File: src/include/link_params.svh
`ifndef LINK_PARAMS_SVH
`define LINK_PARAMS_SVH

// --------------------------------------------------
// Orbit and BX numbering
// --------------------------------------------------

// Width of the BX number
`define BX_WIDTH           12

// BX that carries the trailer
`define BX_TRAILER         12'd3555

// Reserved BX range with commas only
`define BX_RESERVED_FIRST  12'd3556
`define BX_RESERVED_LAST   12'd3559

// Last BX of the LHC orbit
`define BX_LAST            12'd3563

// --------------------------------------------------
// Frame and link widths
// --------------------------------------------------

// Payload words per crossing
`define WORDS_PER_BX       3
`define WORD_WIDTH         64

// 32-bit link words per crossing
`define LINK_WORDS_PER_BX  6
`define LINK_DATA_WIDTH    32
`define LINK_K_WIDTH       4

`define LINK_ID_WIDTH      20

// --------------------------------------------------
// 8b10b character codes
// --------------------------------------------------

// K28.5 in the lowest byte
`define TX_COMMA           32'h505050bc
`define TX_COMMA_K         4'b0001

// K23.7 in all four bytes
`define TX_PADDING         32'hf7f7f7f7
`define TX_PADDING_K       4'hf

// Trailer CRC slot
`define TX_CRC             32'h0

`endif

File: src/hw/link_frame_pkg.sv
package link_frame_pkg;

    `include "link_params.svh"

    // One BX worth of payload from upstream
    // Word 0 goes out first
    typedef struct packed {
        logic                                     bc0;
        logic [`WORDS_PER_BX-1:0][`WORD_WIDTH-1:0] words;
    } payload_frame_t;

    // Payload after trailer and reserved substitution
    // One charisk bit per data byte
    typedef struct packed {
        logic [`WORDS_PER_BX-1:0][`WORD_WIDTH-1:0]   data;
        logic [`WORDS_PER_BX-1:0][`WORD_WIDTH/8-1:0] charisk;
    } formatted_frame_t;

    // Word handed to the transceiver each cycle
    typedef struct packed {
        logic [`LINK_DATA_WIDTH-1:0] data;
        logic [`LINK_K_WIDTH-1:0]    charisk;
    } link_word_t;

endpackage

File: src/hw/link_ctrl_pkg.sv
package link_ctrl_pkg;

    // Content class of the current crossing
    typedef enum logic [1:0] {
        REGION_PAYLOAD  = 2'd0,
        REGION_TRAILER  = 2'd1,
        REGION_RESERVED = 2'd2
    } bx_region_e;

    // Serializer FSM
    typedef enum logic {
        SER_IDLE    = 1'b0,
        SER_SENDING = 1'b1
    } ser_state_e;

endpackage

File: src/hw/bx_counter.sv
`timescale 1ns/1ps

`include "link_params.svh"

module bx_counter
    import link_ctrl_pkg::*;
(
    input  logic                 gt0_rxusrclk_i,
    input  logic                 gt0_rxresetdone_i,
    input  logic                 advance_i,
    input  logic                 bc0_i,
    input  logic [`BX_WIDTH-1:0] bx_offset_i,
    output bx_region_e           bx_region_o
);

    logic [`BX_WIDTH-1:0] bx;

    // One step per accepted frame
    always_ff @(posedge gt0_rxusrclk_i or negedge gt0_rxresetdone_i)
    begin
        if (!gt0_rxresetdone_i)
            bx <= '0;
        else if (advance_i)
        begin
            // BC0 resyncs to the programmed offset
            if (bc0_i)
                bx <= bx_offset_i;
            else if (bx == `BX_LAST)
                bx <= '0;
            else
                bx <= bx + 1'b1;
        end
    end

    // Region of the BX being accepted now
    always_comb
    begin
        if (bx == `BX_TRAILER)
            bx_region_o = REGION_TRAILER;
        else if (bx >= `BX_RESERVED_FIRST && bx <= `BX_RESERVED_LAST)
            bx_region_o = REGION_RESERVED;
        else
            bx_region_o = REGION_PAYLOAD;
    end

endmodule

File: src/hw/frame_formatter.sv
`timescale 1ns/1ps

`include "link_params.svh"

module frame_formatter
    import link_frame_pkg::*;
    import link_ctrl_pkg::*;
(
    input  logic                      gt0_rxusrclk_i,
    input  logic                      gt0_rxresetdone_i,
    // Upstream handshake
    input  logic                      frame_valid_i,
    input  payload_frame_t            frame_i,
    output logic                      frame_ready_o,
    // Static configuration
    input  logic [`LINK_ID_WIDTH-1:0] link_id_i,
    // BX counter side
    input  bx_region_e                bx_region_i,
    output logic                      advance_o,
    output logic                      bc0_o,
    // Serializer handshake
    output logic                      fmt_valid_o,
    output formatted_frame_t          fmt_frame_o,
    input  logic                      fmt_ready_i
);

    logic                        accept;
    logic [`LINK_DATA_WIDTH-1:0] link_id_word;
    formatted_frame_t            fmt_next;

    // --------------------------------------------------
    // Handshake
    // --------------------------------------------------

    // Room when empty or when the held frame leaves now
    assign frame_ready_o = !fmt_valid_o || fmt_ready_i;
    assign accept        = frame_valid_i && frame_ready_o;

    // Counter steps with every accepted frame
    assign advance_o = accept;
    assign bc0_o     = frame_i.bc0;

    // --------------------------------------------------
    // Content selection
    // --------------------------------------------------

    // Link id split in two 10-bit halves
    assign link_id_word = {6'h0, link_id_i[9:0], 6'h0, link_id_i[19:10]};

    always_comb
    begin
        // Default payload with no K characters
        fmt_next.data    = frame_i.words;
        fmt_next.charisk = '0;
        case (bx_region_i)
            REGION_TRAILER:
            begin
                // CRC over comma
                fmt_next.data[0]    = {`TX_CRC, `TX_COMMA};
                fmt_next.charisk[0] = {4'b0000, `TX_COMMA_K};
                // Comma over link id
                fmt_next.data[1]    = {`TX_COMMA, link_id_word};
                fmt_next.charisk[1] = {`TX_COMMA_K, 4'b0000};
                // Comma pair
                fmt_next.data[2]    = {`TX_COMMA, `TX_COMMA};
                fmt_next.charisk[2] = {`TX_COMMA_K, `TX_COMMA_K};
            end
            REGION_RESERVED:
            begin
                // Payload discarded here
                for (int i = 0; i < `WORDS_PER_BX; i++)
                begin
                    fmt_next.data[i]    = {`TX_COMMA, `TX_COMMA};
                    fmt_next.charisk[i] = {`TX_COMMA_K, `TX_COMMA_K};
                end
            end
            default:
            begin
                fmt_next.data    = frame_i.words;
                fmt_next.charisk = '0;
            end
        endcase
    end

    // --------------------------------------------------
    // Output register
    // --------------------------------------------------

    always_ff @(posedge gt0_rxusrclk_i or negedge gt0_rxresetdone_i)
    begin
        if (!gt0_rxresetdone_i)
            fmt_valid_o <= 1'b0;
        else if (accept)
            fmt_valid_o <= 1'b1;
        else if (fmt_ready_i)
            fmt_valid_o <= 1'b0;
    end

    // Held while the serializer is busy
    always_ff @(posedge gt0_rxusrclk_i)
    begin
        if (accept)
            fmt_frame_o <= fmt_next;
    end

endmodule

File: src/hw/word_serializer.sv
`timescale 1ns/1ps

`include "link_params.svh"

module word_serializer
    import link_frame_pkg::*;
    import link_ctrl_pkg::*;
(
    input  logic             gt0_rxusrclk_i,
    input  logic             gt0_rxresetdone_i,
    // Formatter handshake
    input  logic             fmt_valid_i,
    input  formatted_frame_t fmt_frame_i,
    output logic             fmt_ready_o,
    // Transceiver data
    output link_word_t       link_word_o
);

    localparam int IDX_W = $clog2(`LINK_WORDS_PER_BX);

    ser_state_e              state;
    logic [IDX_W-1:0]        word_idx;
    logic                    last_word;
    logic                    take;
    formatted_frame_t        frame_q;
    logic [1:0]              word_sel;
    logic [`WORD_WIDTH-1:0]  cur_word;
    logic [`WORD_WIDTH/8-1:0] cur_k;

    // --------------------------------------------------
    // Control
    // --------------------------------------------------

    assign last_word = (word_idx == IDX_W'(`LINK_WORDS_PER_BX - 1));

    // Next frame may follow the sixth word directly
    assign fmt_ready_o = (state == SER_IDLE) || last_word;
    assign take        = fmt_valid_i && fmt_ready_o;

    always_ff @(posedge gt0_rxusrclk_i or negedge gt0_rxresetdone_i)
    begin
        if (!gt0_rxresetdone_i)
        begin
            state    <= SER_IDLE;
            word_idx <= '0;
        end
        else if (take)
        begin
            state    <= SER_SENDING;
            word_idx <= '0;
        end
        else if (state == SER_SENDING)
        begin
            if (last_word)
            begin
                // Nothing queued so fall back to padding
                state    <= SER_IDLE;
                word_idx <= '0;
            end
            else
                word_idx <= word_idx + 1'b1;
        end
    end

    // Frame buffer
    always_ff @(posedge gt0_rxusrclk_i)
    begin
        if (take)
            frame_q <= fmt_frame_i;
    end

    // --------------------------------------------------
    // Word select
    // --------------------------------------------------

    // Two link words per 64-bit word
    assign word_sel = word_idx[2:1];
    assign cur_word = frame_q.data[word_sel];
    assign cur_k    = frame_q.charisk[word_sel];

    always_comb
    begin
        if (state == SER_IDLE)
        begin
            link_word_o.data    = `TX_PADDING;
            link_word_o.charisk = `TX_PADDING_K;
        end
        else if (word_idx[0])
        begin
            // Upper half second
            link_word_o.data    = cur_word[63:32];
            link_word_o.charisk = cur_k[7:4];
        end
        else
        begin
            link_word_o.data    = cur_word[31:0];
            link_word_o.charisk = cur_k[3:0];
        end
    end

endmodule

File: src/hw/link_tx_top.sv
`timescale 1ns/1ps

`include "link_params.svh"

module link_tx_top
    import link_frame_pkg::*;
    import link_ctrl_pkg::*;
(
    input  logic                      gt0_rxusrclk_i,
    input  logic                      gt0_rxresetdone_i,
    input  logic                      frame_valid_i,
    input  payload_frame_t            frame_i,
    output logic                      frame_ready_o,
    input  logic [`LINK_ID_WIDTH-1:0] link_id_i,
    input  logic [`BX_WIDTH-1:0]      bx_offset_i,
    output link_word_t                link_word_o
);

    // Counter to formatter
    logic             advance;
    logic             bc0;
    bx_region_e       bx_region;

    // Formatter to serializer
    logic             fmt_valid;
    formatted_frame_t fmt_frame;
    logic             ser_ready;

    // --------------------------------------------------
    // Orbit position
    // --------------------------------------------------

    bx_counter bx_counter_i
    (
        .gt0_rxusrclk_i    (gt0_rxusrclk_i),
        .gt0_rxresetdone_i (gt0_rxresetdone_i),
        .advance_i         (advance),
        .bc0_i             (bc0),
        .bx_offset_i       (bx_offset_i),
        .bx_region_o       (bx_region)
    );

    // --------------------------------------------------
    // Formatting and serialization
    // --------------------------------------------------

    frame_formatter frame_formatter_i
    (
        .gt0_rxusrclk_i    (gt0_rxusrclk_i),
        .gt0_rxresetdone_i (gt0_rxresetdone_i),
        .frame_valid_i     (frame_valid_i),
        .frame_i           (frame_i),
        .frame_ready_o     (frame_ready_o),
        .link_id_i         (link_id_i),
        .bx_region_i       (bx_region),
        .advance_o         (advance),
        .bc0_o             (bc0),
        .fmt_valid_o       (fmt_valid),
        .fmt_frame_o       (fmt_frame),
        .fmt_ready_i       (ser_ready)
    );

    // Six link words per crossing
    word_serializer word_serializer_i
    (
        .gt0_rxusrclk_i    (gt0_rxusrclk_i),
        .gt0_rxresetdone_i (gt0_rxresetdone_i),
        .fmt_valid_i       (fmt_valid),
        .fmt_frame_i       (fmt_frame),
        .fmt_ready_o       (ser_ready),
        .link_word_o       (link_word_o)
    );

endmodule

File: config.mk
export PLATFORM = sky130hd
export DESIGN_NAME = link_tx_top
export DESIGN_NICKNAME = d
export VERILOG_FILES = /design/src/hw/link_frame_pkg.sv /design/src/hw/link_ctrl_pkg.sv /design/src/hw/bx_counter.sv /design/src/hw/frame_formatter.sv /design/src/hw/word_serializer.sv /design/src/hw/link_tx_top.sv
export VERILOG_INCLUDE_DIRS = /design/src /design/src/include
export SDC_FILE = /design/constraint.sdc
export NUM_CORES = 1
export LEC_CHECK = 0
export BUFFER_PORTS_ARGS = -buffer_cell sky130_fd_sc_hd__buf_4
export CORE_ASPECT_RATIO = 2
export CORE_MARGIN = 2
export CORE_UTILIZATION = 28
export DETAILED_ROUTE_END_ITERATION = 10
export HOLD_SLACK_MARGIN = 0.1
export PLACE_DENSITY = 0.56
export SLEW_MARGIN = 5
export SYNTH_ARGS = -nofsm -noshare
export SYNTH_HDL_FRONTEND = slang
export SYNTH_SLANG_ARGS = --single-unit
File: constraint.sdc
create_clock -name gt0_rxusrclk_i -period 43.1 [get_ports gt0_rxusrclk_i]
set_clock_uncertainty 0.2 [all_clocks]
set_input_delay 4.31 -clock gt0_rxusrclk_i [delete_from_list [all_inputs] [get_ports gt0_rxusrclk_i]]
set_output_delay 4.31 -clock gt0_rxusrclk_i [all_outputs]
set_load 0.1 [all_outputs]
==> results.md <==
- Adder-cell area share of the yosys netlist: 0.00159
- Fin Hold WS: 0.214 ns
- CTS tree: yes
- CP max stage cell: dfrtp_2
- Most frequent CP cell: buf_4
- Leakage: 6.96 nW
- HP Class: flop to flop
- CP Data Arrival Time: 3.29 ns
- Clk_lat worst skew: 0.54 ns
- Period Utilization, post-route: 0.181
- Post-DP HPWL: 25300 um
- CTS Buffer Depth: 3
- Slew @ Worst Pin: 1.13 ns
- Final cell count without fillers: 1961
- Outcome: completed
- Die Wd: 172 um
- Synthesized-area fraction occupied by and/or/nand/nor cells: 0.101
- H-tree depth: 2
- Sequential share of the synthesized area: 0.767
- Worst Setup Start Kind: flop
- Switch Pwr: 0.518 mW
- Port bufs: 264
- Die span in y: 339 um
- GRT overflow: 0
- Endpoints failing setup: 0
- Post-route design area: 0.0198 mm2
- Syn Area/Cell: 17.2 um2
- Worst VDD drop: 0.0654 mV
- Worst EP required: 38.59 ns
- Drt drc: 0
- # hold bufs at CTS: 0
- Vias in the first global route: 9265
- Clk pwr share: 0.255
- Global-route wire length before repair: 56600 um
- Worst path top cell family by delay: buffers and inverters
- XOR/XNOR share of the synthesized area: 0
- Most frequent cells in the layout: 388 x edfxtp_1, 276 x buf_4, 115 x and2_1
- Filler cells: 5333
- Clock sink count: 405
- Synth Instances: 914
- WS Path Type: flop to primary output
- Post-Place Cell Area: 0.0185 mm2
- Worst stage delay on the critical path: 0.75 ns
- Most common cell after layout, fill and taps aside: edfxtp_1
- Fraction of registers with async set or reset after synthesis: 0.0420
- Clk root buf: clkbuf_16
- Area of the multi-input gates: 0.00335 mm2
- Fin nets: 1408
- Compound-cell area share of the yosys netlist: 0.0619
- All-Layer GR Usage: 0.129
- Remaining antenna violation count: 0
- Sequential Area: 0.0121 mm2
- Largest net degree at the start of global routing: 137
- Clock transition at path regs: 0.06 ns
- Crit end category: primary output
- Core Rows: 123
- Via density: 4.46
- GP Congestion: 0.818
- Drt total wl: 38100 um
- Synth Register Bits: 405
- Combinational Power Share: 0.322
- Maxcap violations: 0
- Initial Utilization: 0.282
- Rel. slew slack: 0.249
- Switching portion of total power: 0.377
- Placed cells: 1885
- Multiplexer share of the synthesized area: 0.0465
- Post-CTS setup buffers: 0
- PD cells: 69.4 mW/mm2
- Core box area: 0.0559 mm2
- Crit-path cells: buf_4 -> nor3b_2 -> buf_4 -> a221oi_1 -> nand2_1 -> buf_4
- Die ar.: 0.0583 mm2
- Setup TNS Final: 0 ns
- Antenna violations before repair: 9
- Slew Viols, Final: 0
- Layout cell share with drive strength beyond 1: 0.320
- Synth Cell Area: 0.0157 mm2
- Critical path buffers and inverters: 3
- Vias post-DR: 8752
- P&R area growth vs syn: 25.9%
- Ys Warns: 0
- Syn nets: 1144
- Post-synth top flop: edfxtp_1
- Cts repair resizes: 0
- Main combinational cell family by area after synthesis: simple AND/OR/NAND/NOR gates
- IO Count: 265
- Netlist cell types: 55
- Number of buffers created by CTS: 41
- Fin. Hold Viols: 0
- RSZ-0062 raised after global routing: no
- Top fanout value on the critical path: 28
- Total Power: 1.37 mW
- Sequential Power Share: 0.423
- Int Pwr: 0.857 mW
- Peak Freq: 128 MHz
- TritonRoute pass-1 iters: 5
- Min Clock Period, post-route: 7.80 ns
- Mean routed wirelength per cell: 19.4 um
- Initial DRC count: 778
- Number of synthesized flops with an enable pin: 388
[metrics by stage]
step	utilization	setup slack, ns
6_report	0.355	35.30
5_1_grt	0.355	35.10
4_1_cts	0.355	35.19
3_5_place_dp	0.331	35.79
3_3_place_gp	0.331	35.89
2_1_floorplan	-	26.77
[routing by layer]
layer  vias up  global-route usage  share of wire
met2       403               0.196           0.45
met1      4251               0.175           0.43
li1       4021                   -              -
met4        18              0.0293          0.018
met3        59              0.0497           0.11
met5         -                   0         0.0028
[layout make-up]
type,instances,area share
sequential,405,0.610
clock buffer,52,0.0565
tap,750,0.0474
antenna,1,0.000126
timing repair buffer,276,0.105
clock inverter,23,0.0107
multi-input combinational,446,0.169
inverter,8,0.00189
[synth_stat cells (2+ instances only)]
library cell    n  area (um2)
clkbuf_1       23        86.3
ha_1            2        25.0
a21o_1          3        22.5
a221oi_1       29         254
nand2_1        39         146
buf_4           4        30.0
mux2_2          9         101
mux2i_1         9        90.1
nand3_1         7        35.0
nand4_1         4        25.0
o22a_1         11        96.3
nand2b_1       71         444
o21a_1         15         113
buf_6          10         113
nor2b_1         5        31.3
a22oi_1         9        67.6
buf_2          16        80.1
a22o_1         16         140
mux4_2         24         541
nor3_1          6        30.0
a2bb2oi_1       4        35.0
or4_1           3        22.5
a21oi_1        11        55.1
o22ai_1         2        12.5
dfrtp_1        17         425
edfxtp_1      388       11700
nor2_1         16        60.1
and2_1        115         719
buf_1           2        7.51
inv_1           6        22.5
o21ai_0        14        70.1
[worst register-to-register path, cell delays in order, from the launching register on]
cell	delay, ns
dfrtp_2	0.61
buf_4	0.53
and3b_2	0.86
o21ai_1	0.16
buf_4	0.24
inv_8	0.57
buf_4	0.88
[state kept, by name, summed over array words and instances, names as in the netlist]
register                       flops
frame_formatter_i.fmt_valid_o      1
bx_counter_i.bx                   12
word_serializer_i.word_idx         3
word_serializer_i.frame_q        194
frame_formatter_i.fmt_frame_o    194
word_serializer_i.state            1
[power by group through the flow]
| stage | Combinational [mW] | Sequential [mW] | Clock, mW |
|---|---|---|---|
| 6_report | 0.443 | 0.581 | 0.351 |
| 3_5_place_dp | 0.446 | 0.591 | 0 |
| 5_1_grt | 0.465 | 0.592 | 0.376 |
| 2_1_floorplan | 0.349 | 0.578 | 0 |
| 4_1_cts | 0.447 | 0.583 | 0.362 |
| 3_3_place_gp | 0.443 | 0.588 | 0 |
[path summary, 6_finish.rpt]
| path | startpoint | end | slack [ns] | cells past startpoint |
|---|---|---|---|---|
| min | frame_formatter_i.fmt_frame_o[153]$_DFFE_PP_ | word_serializer_i.frame_q[153]$_DFFE_PP_ | 0.21 | 0 |
| max in group asynchronous | gt0_rxresetdone_i | word_serializer_i.word_idx[1]$_DFFE_PN0P_ | 39.03 | 1 |
| max reg2reg | word_serializer_i.word_idx[0]$_DFFE_PN0P_ | frame_formatter_i.fmt_frame_o[106]$_DFFE_PP_ | 38.59 | 6 |
| min reg2reg | frame_formatter_i.fmt_frame_o[153]$_DFFE_PP_ | word_serializer_i.frame_q[153]$_DFFE_PP_ | 0.21 | 0 |
| min in group asynchronous | gt0_rxresetdone_i | bx_counter_i.bx[3]$_DFFE_PN0P_ | 3.43 | 1 |
| max | word_serializer_i.word_idx[2]$_DFFE_PN0P_ | link_word_o[22] | 35.30 | 6 |
[cell families after synthesis]
family | count (synthesis)
simple gates | 275
buf+inv | 63
mux | 42
compound gates | 127
fa+ha+maj | 2
flops | 405
No activity file was read; power rests on OpenSTA's default activity.
